<file path="config.mk">
export PLATFORM = sky130hd
export DESIGN_NAME = cache_ctrl_top
export DESIGN_NICKNAME = d
export VERILOG_FILES = /design/src/design/cache_ctrl_pkg.sv /design/src/design/l1_miss_fsm.sv /design/src/design/mem_read_arbiter.sv /design/src/design/refill_seq.sv /design/src/design/cache_ctrl_top.sv
export VERILOG_INCLUDE_DIRS = /design/src /design/src/design
export SDC_FILE = /design/constraint.sdc
export NUM_CORES = 1
export LEC_CHECK = 0
export BUFFER_PORTS_ARGS = -buffer_cell sky130_fd_sc_hd__buf_4
export CAP_MARGIN = 15
export CELL_PAD_IN_SITES_DETAIL_PLACEMENT = 0
export CELL_PAD_IN_SITES_GLOBAL_PLACEMENT = 1
export CORE_UTILIZATION = 34
export DETAILED_ROUTE_END_ITERATION = 16
export HOLD_SLACK_MARGIN = 0.06
export PLACE_DENSITY_LB_ADDON = 0.12
export SYNTH_ARGS = -nofsm -noshare
export SYNTH_HDL_FRONTEND = slang
export SYNTH_SLANG_ARGS = --single-unit
</file>
<file path="constraint.sdc">
create_clock -name clk_i -period 1.9 [get_ports clk_i]
set_input_delay 0.38 -clock clk_i [delete_from_list [all_inputs] [get_ports clk_i]]
set_output_delay 0.38 -clock clk_i [all_outputs]
set_load 0.01 [all_outputs]
</file>
<file path="src/design/cache_ctrl_params.svh">
`ifndef CACHE_CTRL_PARAMS_SVH
`define CACHE_CTRL_PARAMS_SVH

// widths shared by the L1/L2 side and the main-memory side

`define CC_ADDR_W 19 // L1 and L2 line address width

`define CC_WORD_W 32 // one main-memory word and one main-memory address

`define CC_BLOCK_W 128 // a full cache line

`define CC_BEATS 4 // memory words needed to fill one line

`define CC_BE_W 16 // one enable bit per byte of the L2 line

`define CC_LINE_OFS 4 // low address bits that select a byte inside a line

// the upper 13 bits of every main-memory read address
`define CC_RAM_BASE 13'h0800

`define CC_NEXT_STEP 2 // the next line sits this far above the fetch address

`endif

</file>
<file path="src/design/cache_ctrl_pkg.sv">
`include "cache_ctrl_params.svh"
`default_nettype none

package cache_ctrl_pkg;

    typedef logic [`CC_ADDR_W-1:0] l1_addr_t; // address as seen by L1 and L2

    typedef logic [`CC_WORD_W-1:0] ram_addr_t; // base bits on top of the cache address

    typedef logic [$clog2(`CC_BEATS)-1:0] beat_t; // which word of the line is moving

    // the port that currently holds the single main-memory read port
    typedef enum logic [1:0] {
        OWN_NONE  = 2'd0, // memory is free
        OWN_INSTR = 2'd1, // instruction refill in flight
        OWN_DATA  = 2'd2  // data refill in flight
    } owner_t;

    typedef enum logic [3:0] {
        IDLE      = 4'd0, // waits for a read request
        LOOKUP    = 4'd1, // L1 tag result is valid in this cycle
        SETTLE    = 4'd2, // gives the L2 read one cycle to come back
        L2_CHECK  = 4'd3, // decides between L2 hit and main-memory refill
        L1_FILL0  = 4'd4, // first half of the L1 write from L2
        L1_FILL1  = 4'd5, // second half of the L1 write, then wait for the L1 hit
        MEM_FILL  = 4'd6, // request memory and wait for the refill to end
        MEM_DONE0 = 4'd7, // first half of the L1 write after the refill
        MEM_DONE1 = 4'd8  // second half, then wait for the L1 hit
    } miss_state_t;

endpackage

`default_nettype wire

</file>
<file path="src/design/l1_miss_fsm.sv">
`timescale 1ns/1ps
`include "cache_ctrl_params.svh"
`default_nettype none

module l1_miss_fsm #(
    parameter bit NEXT_LINE = 1'b0 // set on the instruction port for next-line prefetch
) (
    input  wire                       clk_i,
    input  wire                       rst_i,
    input  wire                       req_i,         // read request from the core
    input  wire cache_ctrl_pkg::l1_addr_t l1_addr_i, // address of the read
    input  wire                       l1_hit_i,      // L1 tag compare result
    input  wire                       miss_next_i,   // the following line is not in L1
    input  wire                       l2_hit_i,      // L2 tag compare result
    input  wire                       fill_done_i,   // last refill beat has been written
    output logic                      busy_o,
    output logic                      miss_o,
    output logic                      l2_read_o,
    output logic                      l1_write_o,    // two-cycle L1 line write
    output logic                      write_next_o,  // the fill targets the next line
    output logic                      fill_start_o,  // one-cycle marker at the start of a fill
    output logic                      l2_write_o,    // L2 takes the memory beats
    output logic                      fill_req_o,    // level request toward the arbiter
    output cache_ctrl_pkg::l1_addr_t  lookup_addr_o, // address given to L2
    output cache_ctrl_pkg::l1_addr_t  fill_addr_o    // line-aligned refill address
);

    import cache_ctrl_pkg::*;

    miss_state_t state_q;     // where this port is in the lookup/miss flow
    logic        next_sel;    // next-line address drives L2
    logic        lookup_miss; // current line or its successor must be fetched

    // a plain miss, or for the instruction port a hit whose next line is absent
    assign lookup_miss = !l1_hit_i || (NEXT_LINE && miss_next_i);

    // keep the next-line address once the miss has been flagged as a next-line miss
    assign next_sel = NEXT_LINE && (write_next_o || (l1_hit_i && miss_next_i));

    assign lookup_addr_o = next_sel ? l1_addr_i + l1_addr_t'(`CC_NEXT_STEP) : l1_addr_i;

    always_ff @(posedge clk_i) begin
        if (rst_i) begin
            state_q      <= IDLE;
            busy_o       <= 1'b0;
            miss_o       <= 1'b0;
            l2_read_o    <= 1'b0;
            l1_write_o   <= 1'b0;
            write_next_o <= 1'b0;
            fill_start_o <= 1'b0;
            l2_write_o   <= 1'b0;
            fill_req_o   <= 1'b0;
        end else begin
            case (state_q)
                IDLE: begin
                    if (req_i) begin
                        busy_o  <= 1'b1; // busy from the cycle after the request
                        state_q <= LOOKUP;
                    end
                end
                LOOKUP: begin
                    if (lookup_miss) begin
                        miss_o       <= 1'b1;
                        l2_read_o    <= 1'b1; // start the L2 lookup right away
                        write_next_o <= NEXT_LINE && l1_hit_i && miss_next_i;
                        state_q      <= SETTLE;
                    end else begin
                        busy_o  <= 1'b0; // hit costs exactly one busy cycle
                        state_q <= IDLE;
                    end
                end
                SETTLE: begin
                    state_q <= L2_CHECK; // L2 answer is registered one cycle late
                end
                L2_CHECK: begin
                    fill_start_o <= 1'b1;
                    if (l2_hit_i) begin
                        l1_write_o <= 1'b1; // copy the line from L2 straight into L1
                        state_q    <= L1_FILL0;
                    end else begin
                        fill_req_o <= 1'b1; // ask for main memory and hold until done
                        l2_write_o <= 1'b1;
                        state_q    <= MEM_FILL;
                    end
                end
                L1_FILL0: begin
                    fill_start_o <= 1'b0;
                    state_q      <= L1_FILL1;
                end
                L1_FILL1: begin
                    l1_write_o <= 1'b0; // line is written in two halves
                    if (l1_hit_i) begin
                        busy_o       <= 1'b0;
                        miss_o       <= 1'b0;
                        l2_read_o    <= 1'b0;
                        write_next_o <= 1'b0;
                        state_q      <= IDLE;
                    end
                end
                MEM_FILL: begin
                    fill_start_o <= 1'b0;
                    if (fill_done_i) begin
                        fill_req_o <= 1'b0; // drop on the same edge the arbiter frees memory
                        l2_write_o <= 1'b0;
                        l1_write_o <= 1'b1;
                        state_q    <= MEM_DONE0;
                    end
                end
                MEM_DONE0: begin
                    state_q <= MEM_DONE1;
                end
                MEM_DONE1: begin
                    l1_write_o <= 1'b0;
                    if (!lookup_miss) begin // line present and, on instr, next line too
                        busy_o       <= 1'b0;
                        miss_o       <= 1'b0;
                        l2_read_o    <= 1'b0;
                        write_next_o <= 1'b0;
                        state_q      <= IDLE;
                    end
                end
                default: state_q <= IDLE;
            endcase
        end
    end

    // line-aligned address for the sequencer, taken on the L2 miss decision
    always_ff @(posedge clk_i) begin
        if (state_q == L2_CHECK && !l2_hit_i) begin
            fill_addr_o <= {lookup_addr_o[`CC_ADDR_W-1:`CC_LINE_OFS], {`CC_LINE_OFS{1'b0}}};
        end
    end

endmodule

`default_nettype wire

</file>
<file path="src/design/mem_read_arbiter.sv">
`timescale 1ns/1ps
`default_nettype none

module mem_read_arbiter (
    input  wire                     clk_i,
    input  wire                     rst_i,
    input  wire                     instr_req_i,  // instruction port wants a refill
    input  wire                     data_req_i,   // data port wants a refill
    input  wire                     instr_done_i, // instruction refill finished
    input  wire                     data_done_i,  // data refill finished
    output cache_ctrl_pkg::owner_t  owner_o       // who may drive the memory read port
);

    import cache_ctrl_pkg::*;

    // memory has one read port so only one line moves at a time
    always_ff @(posedge clk_i) begin
        if (rst_i) begin
            owner_o <= OWN_NONE;
        end else begin
            case (owner_o)
                OWN_NONE: begin
                    if (instr_req_i) begin
                        owner_o <= OWN_INSTR; // fetch stalls the core hardest so it goes first
                    end else if (data_req_i) begin
                        owner_o <= OWN_DATA;
                    end
                end
                OWN_INSTR: begin
                    if (instr_done_i) begin
                        owner_o <= OWN_NONE; // requester drops its level on this same edge
                    end
                end
                OWN_DATA: begin
                    if (data_done_i) begin
                        owner_o <= OWN_NONE;
                    end
                end
                default: owner_o <= OWN_NONE;
            endcase
        end
    end

    // a waiting data request stays raised and is picked up once memory
    // returns to OWN_NONE, so no refill is lost while the other one runs

endmodule

`default_nettype wire

</file>
<file path="src/design/refill_seq.sv">
`timescale 1ns/1ps
`include "cache_ctrl_params.svh"
`default_nettype none

module refill_seq (
    input  wire                         clk_i,
    input  wire                         rst_i,
    input  wire cache_ctrl_pkg::owner_t owner_i,      // current holder of memory
    input  wire cache_ctrl_pkg::l1_addr_t instr_addr_i, // aligned instruction fill line
    input  wire cache_ctrl_pkg::l1_addr_t data_addr_i,  // aligned data fill line
    input  wire                         ram_done_i,   // memory has returned the current word
    output logic                        ram_read_o,
    output cache_ctrl_pkg::ram_addr_t   ram_read_addr_o,
    output logic [`CC_BE_W-1:0]         l2_p1_be_o,   // data side L2 byte enable
    output logic [`CC_BE_W-1:0]         l2_p2_be_o,   // instruction side L2 byte enable
    output logic                        instr_done_o,
    output logic                        data_done_o
);

    import cache_ctrl_pkg::*;

    beat_t               beat_q;     // word of the line being fetched
    logic                active;     // a refill is running
    logic                last_pulse; // memory answered the final word
    l1_addr_t            sel_addr;   // line address of the owner
    l1_addr_t            beat_ofs;   // byte offset of the current word
    logic [`CC_BE_W-1:0] beat_be;    // nibble of the line the current word lands in

    assign active     = (owner_i != OWN_NONE); // the arbiter grant starts the refill
    assign sel_addr   = (owner_i == OWN_INSTR) ? instr_addr_i : data_addr_i;
    assign beat_ofs   = l1_addr_t'({beat_q, 2'b00}); // four bytes per memory word
    assign last_pulse = active && ram_done_i && (beat_q == beat_t'(`CC_BEATS - 1));

    // read stays raised for the whole line and memory paces it with ram_done_i
    assign ram_read_o      = active;
    assign ram_read_addr_o = {`CC_RAM_BASE, sel_addr + beat_ofs};

    always_comb begin
        case (beat_q)
            2'd0:    beat_be = 16'h000F;
            2'd1:    beat_be = 16'h00F0;
            2'd2:    beat_be = 16'h0F00;
            default: beat_be = 16'hF000;
        endcase
    end

    // only the owning port may see an enable so the other L2 port stays untouched
    assign l2_p1_be_o = (owner_i == OWN_DATA) ? beat_be : '0;
    assign l2_p2_be_o = (owner_i == OWN_INSTR) ? beat_be : '0;

    // done goes out on the edge of the fourth word, to the owner only
    assign instr_done_o = last_pulse && (owner_i == OWN_INSTR);
    assign data_done_o  = last_pulse && (owner_i == OWN_DATA);

    always_ff @(posedge clk_i) begin
        if (rst_i || !active) begin
            beat_q <= '0; // every refill starts at the first word
        end else if (ram_done_i) begin
            beat_q <= beat_q + 1'b1; // wraps to the first word after the last one
        end
    end

endmodule

`default_nettype wire

</file>
<file path="src/design/cache_ctrl_top.sv">
`timescale 1ns/1ps
`include "cache_ctrl_params.svh"
`default_nettype none

module cache_ctrl_top (
    input  wire                          clk_i,
    input  wire                          rst_i,
    input  wire                          instr_req_i,
    input  wire cache_ctrl_pkg::l1_addr_t instr_addr_i,
    input  wire                          instr_l1_hit_i,
    input  wire                          instr_miss_next_i,
    input  wire                          instr_l2_hit_i,
    input  wire                          data_req_i,
    input  wire cache_ctrl_pkg::l1_addr_t data_addr_i,
    input  wire                          data_l1_hit_i,
    input  wire                          data_l2_hit_i,
    input  wire                          ram_done_i,
    output logic                         instr_busy_o,
    output logic                         instr_miss_o,
    output logic                         instr_l2_read_o,
    output logic                         instr_l1_write_o,
    output logic                         instr_write_next_o,
    output logic                         instr_fill_start_o,
    output logic                         l2_p2_write_o,
    output logic [`CC_BE_W-1:0]          l2_p2_be_o,
    output cache_ctrl_pkg::l1_addr_t     l2_p2_addr_o,
    output logic                         data_busy_o,
    output logic                         data_miss_o,
    output logic                         data_l2_read_o,
    output logic                         data_l1_write_o,
    output logic                         data_fill_start_o,
    output logic                         l2_p1_write_o,
    output logic [`CC_BE_W-1:0]          l2_p1_be_o,
    output logic                         ram_read_o,
    output cache_ctrl_pkg::ram_addr_t    ram_read_addr_o
);

    import cache_ctrl_pkg::*;

    owner_t   owner;           // memory grant from the arbiter
    logic     instr_fill_req;  // instruction port waits for memory
    logic     data_fill_req;   // data port waits for memory
    logic     instr_done;      // end of the instruction refill
    logic     data_done;       // end of the data refill
    l1_addr_t instr_fill_addr; // aligned instruction refill line
    l1_addr_t data_fill_addr;  // aligned data refill line

    // instruction side keeps next-line prefetch and owns L2 port 2
    l1_miss_fsm #(.NEXT_LINE(1'b1)) u_instr (
        .clk_i(clk_i), .rst_i(rst_i), .req_i(instr_req_i), .l1_addr_i(instr_addr_i),
        .l1_hit_i(instr_l1_hit_i), .miss_next_i(instr_miss_next_i),
        .l2_hit_i(instr_l2_hit_i), .fill_done_i(instr_done),
        .busy_o(instr_busy_o), .miss_o(instr_miss_o), .l2_read_o(instr_l2_read_o),
        .l1_write_o(instr_l1_write_o), .write_next_o(instr_write_next_o),
        .fill_start_o(instr_fill_start_o), .l2_write_o(l2_p2_write_o),
        .fill_req_o(instr_fill_req), .lookup_addr_o(l2_p2_addr_o),
        .fill_addr_o(instr_fill_addr)
    );

    // data side has no next-line path and owns L2 port 1
    l1_miss_fsm #(.NEXT_LINE(1'b0)) u_data (
        .clk_i(clk_i), .rst_i(rst_i), .req_i(data_req_i), .l1_addr_i(data_addr_i),
        .l1_hit_i(data_l1_hit_i), .miss_next_i(1'b0),
        .l2_hit_i(data_l2_hit_i), .fill_done_i(data_done),
        .busy_o(data_busy_o), .miss_o(data_miss_o), .l2_read_o(data_l2_read_o),
        .l1_write_o(data_l1_write_o), .write_next_o(),
        .fill_start_o(data_fill_start_o), .l2_write_o(l2_p1_write_o),
        .fill_req_o(data_fill_req), .lookup_addr_o(), .fill_addr_o(data_fill_addr)
    );

    mem_read_arbiter u_arb (
        .clk_i(clk_i), .rst_i(rst_i), .instr_req_i(instr_fill_req), .data_req_i(data_fill_req),
        .instr_done_i(instr_done), .data_done_i(data_done), .owner_o(owner)
    );

    refill_seq u_refill (
        .clk_i(clk_i), .rst_i(rst_i), .owner_i(owner), .instr_addr_i(instr_fill_addr),
        .data_addr_i(data_fill_addr), .ram_done_i(ram_done_i), .ram_read_o(ram_read_o),
        .ram_read_addr_o(ram_read_addr_o), .l2_p1_be_o(l2_p1_be_o), .l2_p2_be_o(l2_p2_be_o),
        .instr_done_o(instr_done), .data_done_o(data_done)
    );

endmodule

`default_nettype wire

</file>
# ---- Yosys cells after proc, flatten, opt, wreduce, memory -nomap -nowiden
# Index checks and enable logic that the tools add are counted.
# Widths: inputs -> output; s select.
dict set report totals {
  ff_bits 53
  in_bits 48
  output_inout_bits 97
  word_cells 155
}
dict set report classes {
  addsub 3
  eq_ne 39
  mux 50
  n_reduce_logical 46
}
# operator n
set op_table {}
lappend op_table {{$pmux 16 s3} 1}
lappend op_table {{$mux 19} 2}
lappend op_table {{$pmux 4 s9} 1}
lappend op_table {{$eq 4x3->1 const B} 8}
lappend op_table {{$mux 16} 2}
lappend op_table {{$pmux 4 s8} 1}
lappend op_table {{$mux 4} 7}
lappend op_table {{$ne 2x2->1 const B} 14}
lappend op_table {{$reduce_and 3->1} 8}
lappend op_table {{$add 19x2->19 const B} 1}
lappend op_table {{$add 19x4->19} 1}
lappend op_table {{$eq 4x2->1 const B} 4}
lappend op_table {{$mux 1} 16}
lappend op_table {{$mux 2} 8}
lappend op_table {{$pmux 1 s3} 5}
lappend op_table {{$reduce_bool 2->1} 7}
lappend op_table {{$pmux 1 s2} 6}
lappend op_table {{$reduce_and 4->1} 3}
lappend op_table {{$reduce_bool 3->1} 4}
lappend op_table {{$reduce_or 2->1} 5}
lappend op_table {{$eq 4x1->1 const B} 2}
lappend op_table {{$eq 4x4->1 const B} 2}
lappend op_table {{$logic_not 4->1} 2}
lappend op_table {{$logic_and 1x1->1} 7}
lappend op_table {{other kinds (10)} 21}

# ---- Logic depth before layout (Yosys ltp)
# Gate-level depths: netlist (run 1).
dict set report depth {
  depth_word 6
  ltp_mapped 5
  depth_no_buf 5
}

# ---- Hierarchy
# From an unflattened synthesis (run 1), not the netlist that was laid out.
dict set report hier_totals {
  cells_unflattened 416
  area_unflattened_um2 3920.0
}
# mod instances cells_per_inst area_each_um2 seq_area_each_um2
set by_module_without_submodules {}
lappend by_module_without_submodules {{l1_miss_fsm (u_instr)} 1 149 1433.9 650.6}
lappend by_module_without_submodules {refill_seq 1 155 1224.9 40.0}
lappend by_module_without_submodules {{l1_miss_fsm (u_data)} 1 103 1168.6 630.6}
lappend by_module_without_submodules {mem_read_arbiter 1 8 88.8 40.0}
lappend by_module_without_submodules {cache_ctrl_top 1 1 3.8 0.0}

# ---- Worst setup path after synthesis (run 1)
# OpenSTA, ideal clock, no wires.
dict set report synth_timing {
  kind {input port to output port}
  from {input port instr_addr_i[5]}
  to {output port l2_p2_addr_o[13]}
  arrival_ps 1281
  required_ps 1520
  path_slack_ps 239
  path_stages 5
  path_buffers 1
  path_cell_list {and4_1 > and3_1 > buf_2 > nand4_1 > xnor2_1}
}
dict set report synth_between {
  elab_chain_cells 2
}
# element line
set synth_rtl {}
lappend synth_rtl {{start, declared} cache_ctrl_top.sv:9} ;# input wire cache_ctrl_pkg::l1_addr_t instr_addr_i,
lappend synth_rtl {{$add 19x2->19} l1_miss_fsm.sv:40} ;# assign lookup_addr_o = next_sel ? l1_addr_i + l1_addr_t'(`CC_NEXT_STEP) : l1_addr_i;
lappend synth_rtl {{$mux 19} l1_miss_fsm.sv:40}
lappend synth_rtl {{end, declared} cache_ctrl_top.sv:26} ;# output cache_ctrl_pkg::l1_addr_t l2_p2_addr_o,
# No other way between the ends.

# ---- Final worst setup path (run 1)
dict set report layout_timing {
  from {register u_instr.write_next_o}
  to {output port l2_p2_addr_o[9]}
}
dict set report layout_between {
  elab_chain_cells 2
}
# element line
set layout_rtl {}
lappend layout_rtl {{start, declared} l1_miss_fsm.sv:20} ;# output logic write_next_o,
lappend layout_rtl {{start signal, assigned} l1_miss_fsm.sv:65} ;# write_next_o <= NEXT_LINE && l1_hit_i && miss_next_i;
lappend layout_rtl {{$logic_or 1x1->1} l1_miss_fsm.sv:38} ;# assign next_sel = NEXT_LINE && (write_next_o || (l1_hit_i && miss_next_i));
lappend layout_rtl {{$mux 19} l1_miss_fsm.sv:40}
# No other way between the ends.

==> impl_results.md, run 1 <==
* Crit-path cells: a21oi_2 -> and4b_4 -> buf_4 -> nand2_4 -> xnor2_4 -> buf_6
* Leak Pwr at slightly below 2 nW
* Critical Path RT at 1.52 ns
* Flops & latches, synth at 53
* Final Hold Viols at 0
* GRT Util Overall at 15.6%
* Post-synth EDFFs at 30
* Pre-CTS setup slack at -0.0924 ns
* Die outline width at 97.3 µm
* Share of layout cells above drive strength 1 at 42.2%
* Core area at 8760 µm²
* Hold path endpoint: u_data.fill_addr_o[7]
* CP bufs+invs at 2
* PD cells at 561 nW/µm²
* R2R cell count at 8
* Core Rows at 34
* Max rail drop VDD at 0.275 mV
* Worst skew pair latency at about 0.30 ns
* GRT busiest layer: met2
* Gpl congestion at 0.768
* Worst Path Arrival at roughly 1.6 ns
* Routed Antenna Nets at 0
* TritonCTS Buffers at 5
* Design Area, Final at ~4300 µm²
* Final Setup Violations at 9
* Layout Nets at between 500 and 600
* Port bufs at 123
* Final WS setup at -0.108 ns
* Tcrit/Tclk final at 106%
* Grt met2 use at 26.1%
* Setup TNS Final at -0.448 ns
* WL per Instance at 13.4 µm
* Placed cell areas at 4000 µm²
* Hold Crit Depth at 1
* Mapped Cells at between 300 and 400
* Hold Crit Start: data_addr_i[7]
* Crit path max-delay cell type: and4b_4
* Starting Density at 35.2%
* Worst Setup SP: u_instr.write_next_o
* DRT iter0 DRCs at between 70 and 80
* Mean Syn Cell Area at 8.98 µm²
* Via-per-instance ratio at 4.69
* GRT Residual Overflow at 0
* Reg2Reg Setup Slack at 0.22 ns
* Worst Hold Class: in -> reg
* Post-synthesis async set-or-reset flop share at 0%
* Clock tree buffer depth at 2
* CP Capture Type: primary output
* Yosys top cell area share at between 20% and 30%
* Htree depth at 2
* CP delay by family, top: simple AND/OR/NAND/NOR gates
* I/O pin count at 145
* Syn. warnings at 0
* Grt met1 use at 20.0%
* Cell taking the most area after synthesis: edfxtp_1
* Largest net degree at the start of global routing at 26
* Worst r2r dst: u_instr.fill_addr_o[16]
* Min Tclk post-route at 2.01 ns
* Clk_skew at 0.00875 ns
* ANT cells at 0
* Antenna violations before repair at 0
* Max stage delay on crit path at 0.39 ns
* Sequential share of the synthesized area at 44.1%
* Final wirelength at 7680 µm
* Post-DP HPWL at 5520 µm
* DR pass1 iterations at 4
* Violations in the final reports: setup timing
* Critical path class: reg -> out
* Synth Flop Type: edfxtp_1
* Clock Sinks at 53
* Number of global-route vias before repair at 2420
* Die ar. at 9470 µm²
* Top-count cell post-synth: nand2_1
* CP max FO at 7
* Synth top cells by count: nand2_1 (59), buf_4 (43), edfxtp_1 (30)
* Die height at 97.3 µm
* Clk slew on worst S/H paths at 0.10 ns
* CTS root buf: clkbuf_8
* Synthesized area at a little over 3000 µm²
* CTS tree: built
* Status: finished with violations
* Inst Count DP at 553
* DRC Markers at 0
* Worst reg2reg path startpoint: u_instr.write_next_o
* Global-route wire length before repair at around 12000 µm
* Post-synth cell types at 45
* MaxCap Viol Count at 0
* Synth area leaders: edfxtp_1 (29%), dfxtp_1 (15%), buf_4 (10%)
* Layout Cells excl Fill at about 570
* RSZ-0062 raised after global routing: yes
* CP startpoint kind: register
* DR vias at about 2700
* Max Clk Rate at 498 MHz
* Final Max Slew Viols at 0
* Met3 Use GR at 3.96%
* Power Total at 2.43 mW
* Layout Area Growth over Synthesis at 40.5%
-- cell families (layout without fill, tap and decap cells) --
| group | after synthesis | count (layout) | share of synthesized area, % |
|---|---|---|---|
| AOI/OAI and AO/OA | 42 | 42 | 8.23 |
| xor gates and xnor gates | 18 | 18 | 5.11 |
| adders and majority gates | 5 | 5 | 2.03 |
| buffers and inverters | 67 | 174 | 13.6 |
| DFF | 53 | 53 | 44.1 |
| muxes | 3 | 3 | 1.01 |
| other | 2 | 15 | 0.243 |
| and+or+nand+nor | 154 | 154 | 25.7 |
-- metal layers --
metal	vias to the layer above	share of wire [%]
met4	0	0.64
met2	107	48
met3	2	7.0
li1	1356	-
met5	-	0
met1	1215	45
-- cell usage in the layout (no fill, tap or decap), drive strengths merged, types with 10 or more instances in the layout --
master  netlist  layout
nand2        59      59
nor3         12      12
dfxtp        23      23
o21ai        10      10
nand3        10      10
and2         11      11
nor2         18      18
a21oi        18      18
conb          2      15
buf          48     158
edfxtp       30      30
xnor2        16      16
-- stage by stage --
stage | utilization (%) | hold WS [ns]
4_1_cts | 47.8 | 0.236
5_1_grt | 49.5 | 0.221
3_3_place_gp | 45.6 | 0.502
3_5_place_dp | 45.6 | 0.499
6_report | 49.5 | 0.246
2_1_floorplan | - | 0.458
-- registers in the layout, summed over array words and instances, names as in the netlist, 2 cells and up --
name / cells
u_instr.fill_addr_o: 15
u_instr.state_q: 4
u_refill.beat_q: 2
u_data.state_q: 4
u_data.fill_addr_o: 15
u_arb.owner_o: 2
-- how the worst max path moves through the flow --
stage | to | cells after the start | slack (ns)
5_1_grt | l2_p2_addr_o[9] | 6 | -0.17
3_3_place_gp | l2_p2_addr_o[16] | 6 | -0.05
6_report | l2_p2_addr_o[9] | 6 | -0.11
4_1_cts | l2_p2_addr_o[17] | 5 | -0.09
3_5_place_dp | l2_p2_addr_o[16] | 6 | -0.09
2_1_floorplan | l2_p2_addr_o[13] | 5 | 0.24
-- power by group --
group,switching (mW),total (mW),internal [mW]
combinational,0.240,0.506,0.266
sequential,0.0359,1.28,1.25
clock,0.385,0.645,0.259
-- cell type report --
cell class / count / area, µm²
fill: 853 / 4420
multi-input combinational: 237 / 1510
sequential: 53 / 1370
timing repair buffer: 158 / 1210
tap: 108 / 135
clock buffer: 5 / 68.8
inverter: 8 / 30.0
clock inverter: 3 / 22.5
-- timing repair --
action                                  4_1_cts  5_1_grt
gates cloned                                  0        1
resized for setup                            12       20
setup buffers                                 5        5
hold buffers                                  0        0
pin swaps                                    10       14
endpoints found under the setup margin       29       54
endpoints found under the hold margin         0        0
No activity file was read; power rests on OpenSTA's default activity.
==> run 2, diff against run 1 <==
--- a/config.mk
+++ b/config.mk
@@ -14,6 +14,7 @@
 export DETAILED_ROUTE_END_ITERATION = 16
 export HOLD_SLACK_MARGIN = 0.06
 export PLACE_DENSITY_LB_ADDON = 0.12
+export RECOVER_POWER = 100
 export SYNTH_ARGS = -nofsm -noshare
 export SYNTH_HDL_FRONTEND = slang
 export SYNTH_SLANG_ARGS = --single-unit
==> impl_results.md, run 2 (synthesis gave the netlist of run 1 again) <==
* Status: finished with violations
* Violations in the final reports: setup timing
* Largest net degree at the start of global routing at 26
* Layout Nets at 516
* DRC Markers at 0
* Clock Sinks at 53
* RSZ-0062 raised after global routing: yes
* Leak Pwr at 1.88 nW
* Worst Hold Class: in -> reg
* Die height at 97.3 µm
* Htree depth at 2
* MaxCap Viol Count at 0
* Critical path class: reg -> out
* Post-Route M1 WL at approximately 3400 µm
* Gpl congestion at 0.768
* Core area at 8760 µm²
* Max rail drop VDD at between 0.2 and 0.3 mV
* Clk_skew at 0.00705 ns
* Die outline width at 97.3 µm
* DRT iter0 DRCs at 80
* Number of global-route vias before repair at between 2000 and 2500
* DR pass1 iterations at 4
* GRT Util Overall at around 16%
* WL per Instance at 13.4 µm
* Clk slew on worst S/H paths at 0.10 ns
* Final Setup Violations at 9
* PD cells at 563 nW/µm²
* Hold buffer count at cts at 0
* Core Rows at 34
* Max stage delay on crit path at 0.39 ns
* Highest Signal Layer: met4
* Final Hold Viols at 0
* Global-route wire length before repair at 12000 µm
* CP max FO at 7
* DR vias at 2682
* Routed met3 length at 565 µm
* Layout Cells excl Fill at 572
* ANT cells at 0
* Via-per-instance ratio at around 4.7
* Worst skew pair latency at roughly 0.30 ns
* Largest registers: u_data.fill_addr_o (15), u_instr.fill_addr_o (15)
* Min Tclk post-route at roughly 2 ns
* Tcrit/Tclk final at 106%
* Antenna violations before repair at 0
* Worst Path Arrival at ~1.6 ns
* Commonest non-fill, non-tap cell in the layout: buf_4
* CP startpoint kind: register
* Port bufs at 123
* Power Total at 2.42 mW
* Die ar. at 9470 µm²
* Max Clk Rate at 498 MHz
* CP Capture Type: primary output
* Final WS setup at -0.109 ns
* Critical Path RT at 1.52 ns
* CTS root buf: clkbuf_8
* Wire length on met2 at 3680 µm
* Share of layout cells above drive strength 1 at 39.2%
* Clock tree buffer depth at 2
* Post-DP HPWL at 5520 µm
* Crit path max-delay cell type: and4b_4
* Starting Density at a little over a third
* Final wirelength at 7680 µm
* GRT Residual Overflow at 0
* Final Max Slew Viols at 0
* Layout Area Growth over Synthesis at 38.9%
* TritonCTS Buffers at 5
* Routed Antenna Nets at 0
* Crit-path cells: a21oi_2 -> and4b_4 -> buf_4 -> nand2_4 -> xnor2_4 -> buf_6
* Commonest non-fill, non-tap cells in the layout: buf_4 (125), nand2_1 (57), edfxtp_1 (30)
* Fillers at 863
* CTS tree: built
* I/O pin count at 145
* Inst Count DP at 553
[run 2: cell types whose count changed in the layout (fill, tap and decap cells not counted), sizes merged]
| cell | previous run | this run |
|---|---|---|
| buf | 158 | 130 |
| clkbuf | 5 | 33 |
[run 2: repair_timing]
action / CTS / global route
gates cloned: 0 / 1
resized for setup: 12 / 20
buffers inserted: 5 / 5
pin swaps: 10 / 14
setup endpoints to repair: 29 / 54
[run 2: cell type report]
| type | instances | area, µm² | share of cell area [%] |
|---|---|---|---|
| well taps | 108 | 135 | 3.15 |
| multi-input cells | 237 | 1510 | 35.2 |
| repair buffers | 158 | 1160 | 27.0 |
| inverters | 8 | 30.0 | 0.700 |
| flip-flops and latches | 53 | 1360 | 31.8 |
| clock inverters | 3 | 22.5 | 0.525 |
| clock buffers | 5 | 68.8 | 1.60 |
[run 2: critical path: cells and delay by family (launching register included)]
family          cells  cell delay, ns
compound gates      1            0.05
xor+xnor            1            0.19
buf+inv             2            0.28
flops               1            0.35
simple gates        2            0.45
[run 2: path summary, 6_finish.rpt]
check                  startpoint                 endpoint  slack (ns)  depth (start not counted)
max          u_instr.write_next_o          l2_p2_addr_o[9]       -0.11                          6
min                data_addr_i[7]    u_data.fill_addr_o[7]        0.27                          1
max reg2reg  u_instr.write_next_o  u_instr.fill_addr_o[16]        0.22                          8
min reg2reg      u_arb.owner_o[0]         u_arb.owner_o[1]        0.51                          1
[run 2: power by group]
part	internal, mW	leakage [nW]	switching (mW)
logic	0.250	1.39	0.239
registers	1.25	0.458	0.0356
clock network	0.259	0.0364	0.384
total	1.76	1.88	0.659
[run 2: per-layer routing]
| layer | vias to the layer above | track usage (%) |
|---|---|---|
| met5 | - | 0 |
| met4 | 0 | 4.41 |
| met3 | 2 | 3.96 |
| met2 | 112 | 26.1 |
| met1 | 1212 | 20.0 |
| li1 | 1356 | - |
[run 2: metrics by stage]
| stage | worst slack (ns) | util (%) | hold slack [ns] | instance area [µm²] | setup TNS [ns] |
|---|---|---|---|---|---|
| after floorplan | 0.239 | - | 0.458 | 3140 | 0 |
| after global placement | -0.0501 | 45.6 | 0.502 | 4000 | -0.153 |
| after detailed placement | -0.0924 | 45.6 | 0.499 | 4000 | -0.285 |
| after CTS | -0.0895 | 47.8 | 0.236 | 4190 | -0.429 |
| after global routing | -0.170 | 48.9 | 0.245 | 4290 | -3.33 |
| final | -0.109 | 48.9 | 0.266 | 4290 | -0.465 |
